<file path="config.mk">
export PLATFORM = sky130hd
export DESIGN_NAME = mem_hier_top
export DESIGN_NICKNAME = d
export VERILOG_FILES = /design/src/verilog/mem_pkg.sv /design/src/verilog/cache_array.sv /design/src/verilog/cache_fill_fsm.sv /design/src/verilog/cache_unit.sv /design/src/verilog/mem_arbiter.sv /design/src/verilog/mem_hier_top.sv
export SDC_FILE = /design/constraint.sdc
export NUM_CORES = 1
export LEC_CHECK = 0
export ABC_AREA = 1
export CELL_PAD_IN_SITES_DETAIL_PLACEMENT = 1
export CELL_PAD_IN_SITES_GLOBAL_PLACEMENT = 2
export CORE_ASPECT_RATIO = 1.25
export CORE_MARGIN = 1
export CORE_UTILIZATION = 40
export CTS_BUF_LIST = sky130_fd_sc_hd__clkbuf_2
export CTS_CLUSTER_DIAMETER = 120
export CTS_CLUSTER_SIZE = 20
export DETAILED_ROUTE_END_ITERATION = 10
export DONT_BUFFER_PORTS = 1
export PLACE_DENSITY_LB_ADDON = 0.1
export SETUP_SLACK_MARGIN = 0.5
export SYNTH_ARGS = -nofsm -noshare
export SYNTH_HDL_FRONTEND = slang
export SYNTH_SLANG_ARGS = --single-unit
</file>
<file path="constraint.sdc">
create_clock -name clk -period 5.9 [get_ports clk]
set_input_delay 0.59 -clock clk [delete_from_list [all_inputs] [get_ports clk]]
set_output_delay 0.59 -clock clk [all_outputs]
set_load 0.01 [all_outputs]
</file>
<file path="src/verilog/mem_pkg.sv">
`default_nettype none

package mem_pkg;

  ////////////////////////////////////////////////////////////////////////////
  // Widths and address split
  ////////////////////////////////////////////////////////////////////////////
  localparam int ADDR_W      = 16;                    // Word addresses
  localparam int DATA_W      = 16;                    // One word per access
  localparam int OFFSET_W    = 2;                     // Word within block
  localparam int BLOCK_WORDS = 4;
  localparam int INDEX_W     = 3;                     // Set select
  localparam int SETS        = 8;
  localparam int TAG_W       = 11;                    // Upper address bits

  // Address is laid out as {tag, index, offset}
  localparam int INDEX_LSB   = OFFSET_W;
  localparam int TAG_LSB     = OFFSET_W + INDEX_W;
  localparam int BASE_W      = ADDR_W - OFFSET_W;     // Block base, no offset

  typedef logic [ADDR_W-1:0]   addr_t;
  typedef logic [DATA_W-1:0]   word_t;
  typedef logic [TAG_W-1:0]    tag_t;
  typedef logic [INDEX_W-1:0]  index_t;
  typedef logic [OFFSET_W-1:0] offset_t;

  ////////////////////////////////////////////////////////////////////////////
  // Request bundles
  ////////////////////////////////////////////////////////////////////////////
  // Cache side request, wr low for a read
  typedef struct packed {
    addr_t addr;
    word_t wdata;
    logic  wr;
  } cache_req_t;

  // Off-chip port, 34 bits
  typedef struct packed {
    logic  en;     // Access strobe, held for a whole read
    logic  wr;     // Write, completes in the issue cycle
    addr_t addr;
    word_t wdata;
  } mem_req_t;

  // Block fill sequencing
  typedef enum logic [1:0] {
    FILL_IDLE,
    FILL_REQ,
    FILL_DONE
  } fill_state_t;

endpackage

`default_nettype wire

</file>
<file path="src/verilog/cache_array.sv">
`timescale 1ns/100ps
`default_nettype none

module cache_array import mem_pkg::*; (
  input  wire          clk,
  input  wire          arst_n,
  input  wire addr_t   lookup_addr,   // Address of the request in front of the cache
  output logic         hit,
  output word_t        rdata,         // Word at lookup_addr, meaningful on hit
  input  wire          wr_en,         // Write hit, one word
  input  wire word_t   wr_data,
  input  wire          fill_we,       // One word of a block fill
  input  wire offset_t fill_offset,
  input  wire word_t   fill_data,
  input  wire          fill_last      // Final fill word, block becomes valid
);

  ////////////////////////////////////////////////////////////////////////////
  // Storage
  ////////////////////////////////////////////////////////////////////////////
  tag_t            tag_mem  [SETS];
  word_t           data_mem [SETS][BLOCK_WORDS];
  logic [SETS-1:0] valid_q;                       // One bit per set

  tag_t    lk_tag;
  index_t  lk_index;
  offset_t lk_offset;

  // Split the lookup address
  assign lk_tag    = lookup_addr[ADDR_W-1:TAG_LSB];
  assign lk_index  = lookup_addr[TAG_LSB-1:INDEX_LSB];
  assign lk_offset = lookup_addr[OFFSET_W-1:0];

  // Direct mapped, so a single compare
  assign hit   = valid_q[lk_index] && (tag_mem[lk_index] == lk_tag);
  assign rdata = data_mem[lk_index][lk_offset];  // Read is combinational

  ////////////////////////////////////////////////////////////////////////////
  // Valid bits
  ////////////////////////////////////////////////////////////////////////////
  always_ff @(posedge clk or negedge arst_n) begin
    if (!arst_n) begin
      valid_q <= '0;                              // Cache starts empty
    end else if (fill_we && fill_last) begin
      valid_q[lk_index] <= 1'b1;                  // Block complete
    end
  end

  // Tag and data, written at the next edge
  always_ff @(posedge clk) begin
    if (fill_we) begin
      data_mem[lk_index][fill_offset] <= fill_data;   // Fill walks the offsets
      if (fill_last) begin
        tag_mem[lk_index] <= lk_tag;                  // New owner of the set
      end
    end else if (wr_en) begin
      // Write hit replaces one word, the rest of the block stays
      data_mem[lk_index][lk_offset] <= wr_data;
    end
  end

endmodule

`default_nettype wire

</file>
<file path="src/verilog/cache_fill_fsm.sv">
`timescale 1ns/100ps
`default_nettype none

module cache_fill_fsm import mem_pkg::*; (
  input  wire          clk,
  input  wire          arst_n,
  input  wire          miss,          // Valid request without a hit
  input  wire addr_t   miss_addr,
  output logic         fill_req,      // Asks the arbiter for the memory port
  input  wire          fill_grant,
  output addr_t        fill_addr,     // Word currently being read
  input  wire          fill_rvalid,   // Shared return strobe, gated by grant
  input  wire word_t   fill_rdata,
  output logic         fill_we,       // Array write strobes
  output offset_t      fill_offset,
  output word_t        fill_data,
  output logic         fill_last
);

  fill_state_t         state_q;
  fill_state_t         state_d;
  offset_t             cnt_q;         // Word within the block
  logic [BASE_W-1:0]   base_q;        // Block base of the miss

  ////////////////////////////////////////////////////////////////////////////
  // Outputs
  ////////////////////////////////////////////////////////////////////////////
  assign fill_req  = (state_q == FILL_REQ);
  assign fill_addr = {base_q, cnt_q};             // Base plus word counter

  // Only our own returned words count
  assign fill_we     = fill_req && fill_grant && fill_rvalid;
  assign fill_offset = cnt_q;
  assign fill_data   = fill_rdata;
  assign fill_last   = fill_we && (cnt_q == offset_t'(BLOCK_WORDS - 1));

  ////////////////////////////////////////////////////////////////////////////
  // Next state
  ////////////////////////////////////////////////////////////////////////////
  always_comb begin
    state_d = state_q;
    case (state_q)
      FILL_IDLE: begin
        if (miss) begin
          state_d = FILL_REQ;                     // Start the block read
        end
      end
      FILL_REQ: begin
        if (fill_last) begin
          state_d = FILL_DONE;
        end
      end
      FILL_DONE: state_d = FILL_IDLE;             // One cycle, array settles
      default:   state_d = FILL_IDLE;
    endcase
  end

  always_ff @(posedge clk or negedge arst_n) begin
    if (!arst_n) begin
      state_q <= FILL_IDLE;
      cnt_q   <= '0;
    end else begin
      state_q <= state_d;
      if (state_q == FILL_IDLE) begin
        cnt_q <= '0;                              // Always start at word 0
      end else if (fill_we) begin
        cnt_q <= cnt_q + 1'b1;                    // Next word after each return
      end
    end
  end

  // Base latched once, requester holds the address anyway
  always_ff @(posedge clk) begin
    if (state_q == FILL_IDLE && miss) begin
      base_q <= miss_addr[ADDR_W-1:OFFSET_W];
    end
  end

  // Memory sees one read address until that word comes back
  a_fill_addr_stable : assert property (
    @(posedge clk) disable iff (!arst_n)
    (fill_req && !fill_we) |=> $stable(fill_addr)
  );

endmodule

`default_nettype wire

</file>
<file path="src/verilog/cache_unit.sv">
`timescale 1ns/100ps
`default_nettype none

module cache_unit import mem_pkg::*; (
  input  wire             clk,
  input  wire             arst_n,
  input  wire             req_valid,
  input  wire cache_req_t req,
  output logic            ready,          // Handshake, rdata valid with it
  output word_t           rdata,
  output logic            fill_req,       // To the arbiter
  input  wire             fill_grant,
  output addr_t           fill_addr,
  input  wire             fill_rvalid,
  input  wire word_t      fill_rdata,
  output logic            wt_req,         // Write-through toward memory
  output addr_t           wt_addr,
  output word_t           wt_data,
  input  wire             wt_ack
);

  logic    hit;
  logic    miss;
  logic    wr_en;
  logic    fill_we;
  offset_t fill_offset;
  word_t   fill_data;
  logic    fill_last;

  ////////////////////////////////////////////////////////////////////////////
  // Handshake
  ////////////////////////////////////////////////////////////////////////////
  assign miss    = req_valid && !hit;             // Write miss fills first too
  assign wt_req  = req_valid && req.wr && hit;
  assign wt_addr = req.addr;
  assign wt_data = req.wdata;
  assign wr_en   = wt_req && wt_ack;              // Array and memory in step

  // Reads finish on the hit, writes also need the port
  assign ready = req_valid && hit && (!req.wr || wt_ack);

  cache_array i_array (
    .clk         (clk),
    .arst_n      (arst_n),
    .lookup_addr (req.addr),
    .hit         (hit),
    .rdata       (rdata),
    .wr_en       (wr_en),
    .wr_data     (req.wdata),
    .fill_we     (fill_we),
    .fill_offset (fill_offset),
    .fill_data   (fill_data),
    .fill_last   (fill_last)
  );

  cache_fill_fsm i_fill (
    .clk         (clk),
    .arst_n      (arst_n),
    .miss        (miss),
    .miss_addr   (req.addr),
    .fill_req    (fill_req),
    .fill_grant  (fill_grant),
    .fill_addr   (fill_addr),
    .fill_rvalid (fill_rvalid),
    .fill_rdata  (fill_rdata),
    .fill_we     (fill_we),
    .fill_offset (fill_offset),
    .fill_data   (fill_data),
    .fill_last   (fill_last)
  );

  // The fill indexes by the live request, so it must not move
  a_req_held : assert property (
    @(posedge clk) disable iff (!arst_n)
    (req_valid && !ready) |=> (req_valid && $stable(req))
  );

endmodule

`default_nettype wire

</file>
<file path="src/verilog/mem_arbiter.sv">
`timescale 1ns/100ps
`default_nettype none

module mem_arbiter import mem_pkg::*; (
  input  wire         clk,
  input  wire         arst_n,
  input  wire         i_fill_req,       // Instruction cache fill
  input  wire addr_t  i_fill_addr,
  output logic        i_grant,
  input  wire         d_fill_req,       // Data cache fill
  input  wire addr_t  d_fill_addr,
  output logic        d_grant,
  input  wire         d_wt_req,         // Data write-through
  input  wire addr_t  d_wt_addr,
  input  wire word_t  d_wt_data,
  output logic        d_wt_ack,
  output mem_req_t    mem_req,          // Off-chip port
  input  wire         mem_data_valid,
  input  wire word_t  mem_rdata,
  output logic        fill_rvalid,      // Returned to both caches
  output word_t       fill_rdata
);

  logic busy;

  ////////////////////////////////////////////////////////////////////////////
  // Grant lock, one fill at a time
  ////////////////////////////////////////////////////////////////////////////
  always_ff @(posedge clk or negedge arst_n) begin
    if (!arst_n) begin
      i_grant <= 1'b0;
      d_grant <= 1'b0;
    end else if (i_grant) begin
      if (!i_fill_req) begin
        i_grant <= 1'b0;                          // FSM left FILL_REQ
      end
    end else if (d_grant) begin
      if (!d_fill_req) begin
        d_grant <= 1'b0;
      end
    end else if (i_fill_req) begin
      i_grant <= 1'b1;                            // Instruction side wins a tie
    end else if (d_fill_req) begin
      d_grant <= 1'b1;
    end
  end

  assign busy     = i_grant || d_grant;
  assign d_wt_ack = d_wt_req && !busy;            // Writes slot in between fills

  // Port mux, en drops as soon as the owner stops asking
  always_comb begin
    mem_req = '0;
    if (i_grant) begin
      mem_req.en   = i_fill_req;
      mem_req.addr = i_fill_addr;
    end else if (d_grant) begin
      mem_req.en   = d_fill_req;
      mem_req.addr = d_fill_addr;
    end else if (d_wt_ack) begin
      mem_req.en    = 1'b1;
      mem_req.wr    = 1'b1;
      mem_req.addr  = d_wt_addr;
      mem_req.wdata = d_wt_data;
    end
  end

  // Each FSM qualifies this with its own grant
  assign fill_rvalid = mem_data_valid;
  assign fill_rdata  = mem_rdata;

  a_grant_onehot : assert property (
    @(posedge clk) disable iff (!arst_n)
    !(i_grant && d_grant)
  );

  // A write never lands inside a block read
  a_wr_idle : assert property (
    @(posedge clk) disable iff (!arst_n)
    mem_req.wr |-> (mem_req.en && !busy)
  );

endmodule

`default_nettype wire

</file>
<file path="src/verilog/mem_hier_top.sv">
`timescale 1ns/100ps
`default_nettype none

module mem_hier_top import mem_pkg::*; (
  input  wire             clk,
  input  wire             arst_n,
  input  wire             i_req_valid,      // Instruction fetch side
  input  wire addr_t      i_req_addr,
  output logic            i_ready,
  output word_t           i_rdata,
  input  wire             d_req_valid,      // Load/store side
  input  wire cache_req_t d_req,
  output logic            d_ready,
  output word_t           d_rdata,
  output mem_req_t        mem_req,          // Shared off-chip port
  input  wire             mem_data_valid,
  input  wire word_t      mem_rdata
);

  cache_req_t i_req;              // Fetches never write
  logic       i_fill_req;
  logic       i_fill_grant;
  addr_t      i_fill_addr;
  logic       d_fill_req;
  logic       d_fill_grant;
  addr_t      d_fill_addr;
  logic       fill_rvalid;
  word_t      fill_rdata;
  logic       d_wt_req;
  addr_t      d_wt_addr;
  word_t      d_wt_data;
  logic       d_wt_ack;

  assign i_req = '{addr: i_req_addr, wdata: '0, wr: 1'b0};

  ////////////////////////////////////////////////////////////////////////////
  // Caches
  ////////////////////////////////////////////////////////////////////////////
  cache_unit i_icache (
    .clk         (clk),
    .arst_n      (arst_n),
    .req_valid   (i_req_valid),
    .req         (i_req),
    .ready       (i_ready),
    .rdata       (i_rdata),
    .fill_req    (i_fill_req),
    .fill_grant  (i_fill_grant),
    .fill_addr   (i_fill_addr),
    .fill_rvalid (fill_rvalid),
    .fill_rdata  (fill_rdata),
    .wt_req      (),                // Read only, no write-through
    .wt_addr     (),
    .wt_data     (),
    .wt_ack      (1'b0)
  );

  cache_unit i_dcache (
    .clk         (clk),
    .arst_n      (arst_n),
    .req_valid   (d_req_valid),
    .req         (d_req),
    .ready       (d_ready),
    .rdata       (d_rdata),
    .fill_req    (d_fill_req),
    .fill_grant  (d_fill_grant),
    .fill_addr   (d_fill_addr),
    .fill_rvalid (fill_rvalid),
    .fill_rdata  (fill_rdata),
    .wt_req      (d_wt_req),
    .wt_addr     (d_wt_addr),
    .wt_data     (d_wt_data),
    .wt_ack      (d_wt_ack)
  );

  // Port sharing between the two
  mem_arbiter i_arb (
    .clk            (clk),
    .arst_n         (arst_n),
    .i_fill_req     (i_fill_req),
    .i_fill_addr    (i_fill_addr),
    .i_grant        (i_fill_grant),
    .d_fill_req     (d_fill_req),
    .d_fill_addr    (d_fill_addr),
    .d_grant        (d_fill_grant),
    .d_wt_req       (d_wt_req),
    .d_wt_addr      (d_wt_addr),
    .d_wt_data      (d_wt_data),
    .d_wt_ack       (d_wt_ack),
    .mem_req        (mem_req),
    .mem_data_valid (mem_data_valid),
    .mem_rdata      (mem_rdata),
    .fill_rvalid    (fill_rvalid),
    .fill_rdata     (fill_rdata)
  );

endmodule

`default_nettype wire

</file>
==> results of run 1 <==
-- worst register-to-register path: stages, from the launching register on --
cell and delay [ns]:
dfrtp_1 0.77, nor3_2 0.43, buf_4 0.38, inv_1 0.16, nor2_4 0.50, buf_4 0.43
nand3_1 0.11, dlygate4sd3_1 0.59, nand2_1 0.08, dlygate4sd3_1 0.71
-- state kept, by name, summed over array words and instances (netlist names) --
name and count:
i_arb.d_grant 1, i_arb.i_grant 1, i_dcache.i_array.data_mem 512, i_dcache.i_array.tag_mem 88
i_dcache.i_array.valid_q 8, i_dcache.i_fill.base_q 14, i_dcache.i_fill.fill_offset 2, i_dcache.i_fill.state_q 2
i_icache.i_array.data_mem 512, i_icache.i_array.tag_mem 88, i_icache.i_array.valid_q 8, i_icache.i_fill.base_q 14
i_icache.i_fill.fill_offset 2, i_icache.i_fill.state_q 2
-- report_power, final --
group          switching (mW)  leakage (nW)  internal, mW  total (mW)
logic                    1.16          6.75         0.421        1.58
registers               0.110          11.4          9.99        10.1
clock network            2.63         0.434         0.470        3.10
-- cell families after synthesis --
kind of cell / count (synthesis) / share of synthesized area (%)
AO/OA/AOI/OAI: 510 / 7.21
XOR/XNOR: 3 / 0.0534
buffers and inverters: 419 / 3.56
flip-flops: 1254 / 76.2
AND/OR/NAND/NOR: 1457 / 12.7
adder cells (fa/ha/maj): 8 / 0.203
-- cell type report --
class	count	area share, %
Clock buffer	98	0.907
Inverter	236	1.65
Clock inverter	4	0.0856
Tap cell	1595	3.69
Sequential cell	1254	69.4
Multi-Input combinational cell	1978	18.7
Timing Repair Buffer	273	5.50
Antenna cell	11	0.0509
-- metal layers --
layer / share of wire (%) / GRT usage, %
met2: 50 / 45.5
met1: 40 / 33.5
met5: 0.016 / 0
met4: 4.7 / 11.8
met3: 5.1 / 3.67
-- what timing repair did --
action | in CTS | in global routing
endpoints found under the hold margin | 2366 | 0
resized for setup | 0 | 3
hold buffers | 156 | 0
setup endpoints to repair | 0 | 4
-- Yosys cell counts (3+ instances only) --
library cell | count | area share, %
o211ai_1 | 22 | 0.34
a211oi_1 | 15 | 0.23
a22oi_1 | 117 | 1.8
clkinv_1 | 3 | 0.023
nand3_1 | 149 | 1.5
nand2_1 | 960 | 7.3
o21ai_0 | 61 | 0.62
inv_1 | 219 | 1.7
or2_2 | 11 | 0.14
nand3_2 | 6 | 0.12
nor2_2 | 9 | 0.11
buf_1 | 29 | 0.22
a21boi_0 | 6 | 0.092
ha_1 | 8 | 0.20
buf_4 | 4 | 0.061
clkbuf_1 | 98 | 0.75
and3_1 | 8 | 0.10
edfxtp_1 | 1228 | 75
nand4_2 | 4 | 0.10
buf_6 | 15 | 0.34
dfrtp_1 | 26 | 1.3
nor2_1 | 146 | 1.1
inv_2 | 12 | 0.092
nor2_4 | 3 | 0.069
nand3b_1 | 3 | 0.046
a21o_1 | 4 | 0.061
a221oi_1 | 88 | 1.6
o22ai_1 | 8 | 0.10
a21oi_1 | 120 | 1.2
o2bb2ai_1 | 19 | 0.34
a22o_1 | 39 | 0.69
buf_2 | 37 | 0.38
nand4_1 | 151 | 1.9
xnor2_1 | 3 | 0.053
o21bai_1 | 5 | 0.076
-- how the worst min path moves through the flow --
stage / startpoint / end / slack, ns / depth (start not counted)
floorplan: arst_n / i_arb.d_grant / 0.29 / 0
global placement: arst_n / i_icache.i_array.valid_q[2] / 0.30 / 0
detailed placement: arst_n / i_icache.i_array.valid_q[2] / 0.30 / 0
CTS: mem_rdata[8] / i_icache.i_array.data_mem[2][40] / 0.003 / 3
global route: mem_rdata[8] / i_icache.i_array.data_mem[2][40] / 0.07 / 3
finish: mem_rdata[8] / i_icache.i_array.data_mem[2][40] / 0.19 / 3
-- through the flow --
stage               cell area (µm²)  hold slack [ns]  std cells
finish                        54100            0.189       5449
global placement              51600            0.298       5179
detailed placement            51600            0.298       5179
CTS                           54100          0.00272       5437
floorplan                     49200            0.294       3651
global route                  54100           0.0741       5443
==> results.toml, run 1 <==
[timing]
min_period_over_period_pct = 86.2
hold_violations = 0
post-route-min-period_ns = 5.09
slew_headroom_pct = 15.0
setup_tns_ns = 0
slew_viol_final = 0
maxClockFrequency_mhz = 197
skew_ns = 0.100
finalWorstSetupSlack_ns = 0.813
grt_setup_unrepaired = "no"
setup_viol = 0
worst_pin_slew_ns = 1.27

[critical_path]
cp_top_family = "buffers and inverters"
critPathCapture = "mem_req[5]"
critPathLaunchType = "primary input"
crit_path_max_incr_delay_ns = 1.03
path_cells = "dlygate4sd3_1 > inv_4 > nand3_2 > buf_4 > inv_2 > nand2_1 > nand2_1 > nor2_1 > nand2_1 > nand2_1 > nand2_1 > nor2_1 > nand2_1 > nor2_4 > buf_4 > nand3_4 > nor2_2"
rr_worst_depth = 9
rr_startpoint = "i_arb.d_grant"
crit_start = "d_req[21]"
critPathMaxFanout = 22
slowest_stage = "dlygate4sd3_1"
critPathBufInv = 5
crit_path_end_kind = "output port"
worstReg2RegEnd = "i_dcache.i_array.data_mem[4][29]"
cp.depth = 17
required_ns = 5.31
crit_type = "in -> out"
cp.arrival_ns = 4.50
r2r_setup_slack_ns = 1.63
crit_top_cell = "nand2_1"

[route]
drc = 0
firstDrtPassIters = 5
drt-wirelength-per-cell_um = 30.4
drt-total-wl_um = 166000
antenna_left = 0
vias = 31000
viasPerCell = 5.69
initialDrtViolationCount = 2587

[floorplanning]
fp.dieW_um = 316
ioPinCount = 138
core-area_um2 = 122000
std_cell_rows = 143
initial_utilization_pct = 40.4
die_h_um = 394
die-area_um2 = 124000

[synth]
syn_nets = 3729
synth_cell_types = 47
synth_seq_cells = 1254
syn_avg_cell_area_um2 = 13.5
yosys_warnings = 0
syn-instance-count = 3651
syn_area_um2 = 49200
ys_seq_area_share_pct = 76.2
synth_edf_count = 1228
async_reset_ff_share_pct = 2.07
synth_ff_type = "edfxtp_1"

[global_routing]
grtUsageTotal_pct = 26.6
grt_pass1_wl_um = 234000
grt_start_max_net_pins = 69
antenna_found_initial = 11
first_global_vias = 31700
gr-total-overflow = 0

[layout]
final_cell_mix = "edfxtp_1 (1228), nand2_1 (960), inv_1 (210)"
multi_input_area_um2 = 10100
final.fill_count = 12400
final_nets = 3893
final_common_cell = "edfxtp_1"
final_core_util_pct = 44.4
area_growth_pct = 9.91
seq_area_um2 = 37500
drive_above_1_share_pct = 9.65

[place]
io_buffer_count = 0
hpwlAfterDp_um = 98100
gp_congestion = 0.828
place_ws_ns = 1.44

[clock_network]
clk_pin_slew_worst_paths_ns = 0.37
cts_max_path_buffers = 3
htreeDepth = 3
cts_buffers = 72
post_cts_buffers = 0
cts_root_buf = "clkbuf_2"
cts_tree = "yes"
cts.sinks = 1254
insertion_delay_ns = 1.50

[outcome]
status = "finished, final reports clean"

[power_and_ir_drop]
ir_drop_v = 0.000196
cellPowerDensity_nw_per_um2 = 273
power_mw = 14.8
leakage_nw = 18.5

[job]
max_cap_viol_count = 0

[hold_path]
hold_path.class = "in -> reg"
Power figures use the tool's default switching activity.
==> inputs of run 2 (changes only) <==
==> constraint.sdc (replaced) <==
create_clock -name clk -period 5.9 [get_ports clk]
set_input_delay 0.295 -clock clk [delete_from_list [all_inputs] [get_ports clk]]
set_output_delay 0.295 -clock clk [all_outputs]
set_load 0.01 [all_outputs]
==> run 2 against run 1 <==
Compared with the run above: cell count rose by 0.29%; critical path depth fell by 6; sequential power barely moved; worst hold slack improved by 0.030 ns; combinational power barely moved; critical endpoint is now i_rdata[10]; global-route usage barely moved; first-iteration DRC count rose by 8.6%; register-to-register slack improved by 0.20 ns; sequential share of layout area fell by 0.29 points; clock skew rose by 0.020 ns.
==> results.toml, run 2 (synthesis gave the netlist of run 1 again) <==
[layout]
final_core_util_pct = 44.6
final_nets = 3913
drive_above_1_share_pct = 9.01
fin_area_um2 = 54300
final_cell_mix = "edfxtp_1 (1228), nand2_1 (960), inv_1 (210)"
top_regs = "i_dcache.i_array.data_mem: 512 flops, i_icache.i_array.data_mem: 512 flops"
final_common_cell = "edfxtp_1"
final.fill_count = 12400
area_growth_pct = 10.4

[critical_path]
path_cells = "dlygate4sd3_1 > dlygate4sd3_1 > clkinv_1 > nand3_2 > inv_2 > buf_12 > a22oi_1 > a21boi_0 > nand4_1 > o211ai_1 > nand2_1"
cp.arrival_ns = 5.04
required_ns = 5.61
critPathMaxFanout = 56
critPathLaunchType = "primary input"
crit_top_cell = "dlygate4sd3_1"
crit_path_end_kind = "output port"
crit_path_max_incr_delay_ns = 0.97
crit_type = "in -> out"
slowest_stage = "dlygate4sd3_1"

[timing]
finalWorstSetupSlack_ns = 0.561
slew_viol_final = 0
setup_tns_ns = 0
min_period_over_period_pct = 90.5
post-route-min-period_ns = 5.34
setup_viol = 0
maxClockFrequency_mhz = 187
worst_pin_slew_ns = 1.30
holdWs_ns = 0.218
skew_ns = 0.120
hold_violations = 0
grt_setup_unrepaired = "no"
slew_headroom_pct = 13.3

[floorplanning]
fp.dieW_um = 316
core-area_um2 = 122000
std_cell_rows = 143
ioPinCount = 138
initial_utilization_pct = 40.4
die-area_um2 = 124000
die_h_um = 394

[clock_network]
insertion_delay_ns = 1.51
htreeDepth = 3
clk_pin_slew_worst_paths_ns = 0.35
cts_root_buf = "clkbuf_2"
cts.sinks = 1254
cts_tree = "yes"
cts_max_path_buffers = 3
post_cts_buffers = 0
cts_buffers = 72

[power_and_ir_drop]
cellPowerDensity_nw_per_um2 = 272
ir_drop_v = 0.000220
leakage_nw = 18.6

[global_routing]
gr-total-overflow = 0
grt_start_max_net_pins = 65
grtUsageTotal_pct = 26.7
grt_pass1_wl_um = 236000
antenna_found_initial = 19
first_global_vias = 31700

[place]
placed_area_um2 = 51400
io_buffer_count = 0
place_ws_ns = 1.69
gp_congestion = 0.820
hpwlAfterDp_um = 97900

[outcome]
status = "finished, final reports clean"

[route]
antenna_left = 0
viasPerCell = 5.66
firstDrtPassIters = 5
drt-wirelength-per-cell_um = 30.3
vias = 31000
initialDrtViolationCount = 2809
drc = 0
drt-total-wl_um = 166000

[job]
max_cap_viol_count = 0

[hold_path]
hold_path.class = "in -> reg"
-- run 2: cell count changes in the layout (fill, tap and decap cells not counted), moves of 2 or more --
cell	previous run	this run
buf_12	40	36
clkbuf_2	98	96
dlygate4sd3_1	121	157
nor2_1	125	128
nor2_2	26	23
buf_4	105	90
buf_16	6	9
diode_2	11	9
-- run 2: power by group --
group | switching [mW] | internal, mW
Sequential | 0.108 | 9.99
Clock | 2.63 | 0.462
Combinational | 1.18 | 0.432
-- run 2: layout make-up --
class	count	area, µm²	share of cell area (%)
Sequential cell	1254	37500	69.1
Multi-Input combinational cell	1978	10100	18.6
Timing Repair Buffer	293	3230	5.94
Tap cell	1595	2000	3.67
Inverter	236	896	1.65
Clock buffer	96	480	0.884
Clock inverter	4	46.3	0.0852
Antenna cell	9	22.5	0.0415
-- run 2: critical path, delay by kind of cell --
kind | cells | cell delay (ns)
compound gates | 3 | 0.98
buf+inv | 5 | 2.67
simple gates | 3 | 1.04
-- run 2: final timing paths --
kind | endpoint | slack [ns] | cells after the start | startpoint
setup / recovery | i_rdata[10] | 0.56 | 11 | i_req_addr[3]
hold / removal | i_icache.i_fill.base_q[0] | 0.22 | 2 | i_req_addr[2]
setup reg to reg | i_dcache.i_array.data_mem[0][36] | 1.83 | 9 | i_arb.d_grant
hold reg to reg | i_icache.i_array.valid_q[3] | 0.51 | 1 | i_icache.i_array.valid_q[3]
max in group asynchronous | i_dcache.i_array.valid_q[2] | 5.26 | 5 | arst_n
min in group asynchronous | i_icache.i_array.valid_q[2] | 0.37 | 5 | arst_n
-- run 2: repair_timing --
action / CTS / global route
hold endpoints to repair: 2497 / 0
resized for setup: 0 / 1
setup endpoints to repair: 0 / 2
hold buffers: 193 / 0
-- run 2: routing by layer --
metal	track usage [%]	up-vias	wire [µm]
li1	-	13600	-
met1	33.7	16100	66100
met2	46.3	918	83900
met3	3.81	260	9370
met4	9.64	14	6230
met5	0	-	103
-- run 2: stage by stage --
| step | total power [mW] | instances |
|---|---|---|
| floorplan | 11.0 | 3651 |
| CTS | 14.9 | 5455 |
| global placement | 11.5 | 5162 |
| detailed placement | 11.6 | 5162 |
| global route | 15.3 | 5462 |
| finish | 14.8 | 5465 |
==> inputs of run 3 (changes only) <==
--- a/config.mk
+++ b/config.mk
@@ -8,7 +8,7 @@
 export ABC_AREA = 1
 export CELL_PAD_IN_SITES_DETAIL_PLACEMENT = 1
 export CELL_PAD_IN_SITES_GLOBAL_PLACEMENT = 2
-export CORE_ASPECT_RATIO = 1.25
+export CORE_ASPECT_RATIO = 0.9
 export CORE_MARGIN = 1
 export CORE_UTILIZATION = 40
 export CTS_BUF_LIST = sky130_fd_sc_hd__clkbuf_2
==> run 3 against run 2 <==
Compared with the run above: sequential share of layout area about the same; largest cell class unchanged; maximum frequency up 2.3%; via count up 1.6%; sequential cell count unchanged; cell count up 0.42%; setup slack better by 0.12 ns; first-iteration DRC count up 9.1%; critical endpoint is now i_rdata[13]; non-clock buffer count up 18.
==> results.toml, run 3 (synthesis gave the netlist of run 1 again) <==
[outcome]
status = "finished, final reports clean"

[clock_network]
cts_tree = "yes"
htreeDepth = 3
cts.sinks = 1254
cts_max_path_buffers = 3
insertion_delay_ns = 1.58
cts_buffers = 72
clk_pin_slew_worst_paths_ns = 0.41
cts_root_buf = "clkbuf_2"

[critical_path]
required_ns = 5.61
r2r_setup_slack_ns = 1.22
crit_path_end_kind = "output port"
critPathLaunchType = "primary input"
cp.arrival_ns = 4.92
worstReg2RegEnd = "i_dcache.i_array.data_mem[0][22]"
rr_worst_depth = 9
rr_startpoint = "i_arb.d_grant"
crit_type = "in -> out"
critPathMaxFanout = 34

[timing]
maxClockFrequency_mhz = 192
worst_pin_slew_ns = 1.28
hold_violations = 0
min_period_over_period_pct = 88.4
post-route-min-period_ns = 5.22
slew_headroom_pct = 14.4
grt_setup_unrepaired = "no"
slew_viol_final = 0
setup_viol = 0
skew_ns = 0.149
setup_tns_ns = 0
holdWs_ns = 0.246

[layout]
final_cell_mix = "edfxtp_1 (1228), nand2_1 (960), inv_1 (210)"
final_core_util_pct = 44.7
area_growth_pct = 10.4
final_nets = 3931
fin_area_um2 = 54300
drive_above_1_share_pct = 9.40
top_regs = "i_dcache.i_array.data_mem: 512 flops, i_icache.i_array.data_mem: 512 flops"
final_common_cell = "edfxtp_1"

[route]
vias = 31500
drc = 0
viasPerCell = 5.73
antenna_left = 0
initialDrtViolationCount = 3064
drt-wirelength-per-cell_um = 30.3
drt-total-wl_um = 166000
firstDrtPassIters = 7

[global_routing]
grtUsageTotal_pct = 26.6
grt_pass1_wl_um = 237000
grt_start_max_net_pins = 54
first_global_vias = 32100
antenna_found_initial = 6
gr-total-overflow = 0

[power_and_ir_drop]
cellPowerDensity_nw_per_um2 = 274
ir_drop_v = 0.000172
leakage_nw = 18.6
power_mw = 14.9

[place]
io_buffer_count = 0
hpwlAfterDp_um = 98800
placed_area_um2 = 51500
gp_congestion = 0.831

[floorplanning]
die-area_um2 = 124000
fp.dieW_um = 372
die_h_um = 335
initial_utilization_pct = 40.5
core-area_um2 = 122000
ioPinCount = 138
std_cell_rows = 121

[job]
max_cap_viol_count = 0

[hold_path]
holdCritStartpoint = "d_req[26]"
hold_path.class = "in -> reg"
worstHoldEndpoint = "i_dcache.i_array.tag_mem[3][4]"
hold_depth = 2
-- run 3: cell count changes in the layout (fill, tap and decap cells not counted), sizes merged --
cell / previous run / this run
buf: 135 / 156
clkbuf: 96 / 98
clkinv: 4 / 2
diode: 9 / 8
dlygate4sd3: 157 / 155
dlymetal6s4s: 1 / 0
inv: 235 / 237
-- run 3: metrics by stage --
| stage | worst slack [ns] | std cells |
|---|---|---|
| 2_1_floorplan | 2.87 | 3651 |
| 3_5_place_dp | 2.06 | 5188 |
| 5_1_grt | 0.508 | 5488 |
| 6_report | 0.682 | 5488 |
| 3_3_place_gp | 2.06 | 5185 |
| 4_1_cts | 0.614 | 5480 |
-- run 3: critical path: stages --
cell and delay, ns:
dlygate4sd3_1 0.53, dlygate4sd3_1 1.07, inv_2 0.34, nand3_1 0.15
buf_4 0.33, inv_2 0.28, buf_4 0.39, nand2_1 0.13
nand3_1 0.11, o311ai_0 0.83, o21ai_0 0.43
-- run 3: worst max path at each step --
stage / start / cells after the start / to
3_5_place_dp: d_req[21] / 16 / i_dcache.i_array.data_mem[4][61]
5_1_grt: i_req_addr[2] / 10 / i_rdata[7]
6_report: i_req_addr[2] / 11 / i_rdata[13]
4_1_cts: d_req[19] / 12 / d_rdata[5]
2_1_floorplan: d_req[20] / 14 / i_dcache.i_array.data_mem[3][0]
3_3_place_gp: d_req[21] / 16 / i_dcache.i_array.data_mem[5][61]
-- run 3: cell type report --
class,instances,area [µm²]
multi-input cells,1978,10100
diodes,8,20.0
flip-flops and latches,1254,37500
clock inverters,4,46.3
clock buffers,98,490
inverters,236,896
fillers,12300,67200
well taps,1599,2000
repair buffers,311,3250
-- run 3: metal layers --
layer | wire, µm | vias to the layer above | global-route usage, %
li1 | - | 13700 | -
met1 | 74800 | 16700 | 38.2
met2 | 77500 | 911 | 42.3
met3 | 10500 | 171 | 4.76
met4 | 3430 | 0 | 5.56
met5 | 0 | - | 0
-- run 3: what timing repair did --
item	in CTS	in global routing
gates resized for setup	0	2
hold buffers	190	0
setup endpoints to repair	0	2
endpoints found under the hold margin	2502	0
buffers inserted	0	0
-- run 3: where the power goes --
| group | internal [mW] | leakage (nW) | switching [mW] |
|---|---|---|---|
| clock | 0.470 | 0.434 | 2.66 |
| sequential | 9.99 | 11.4 | 0.108 |
| combinational | 0.425 | 6.84 | 1.22 |
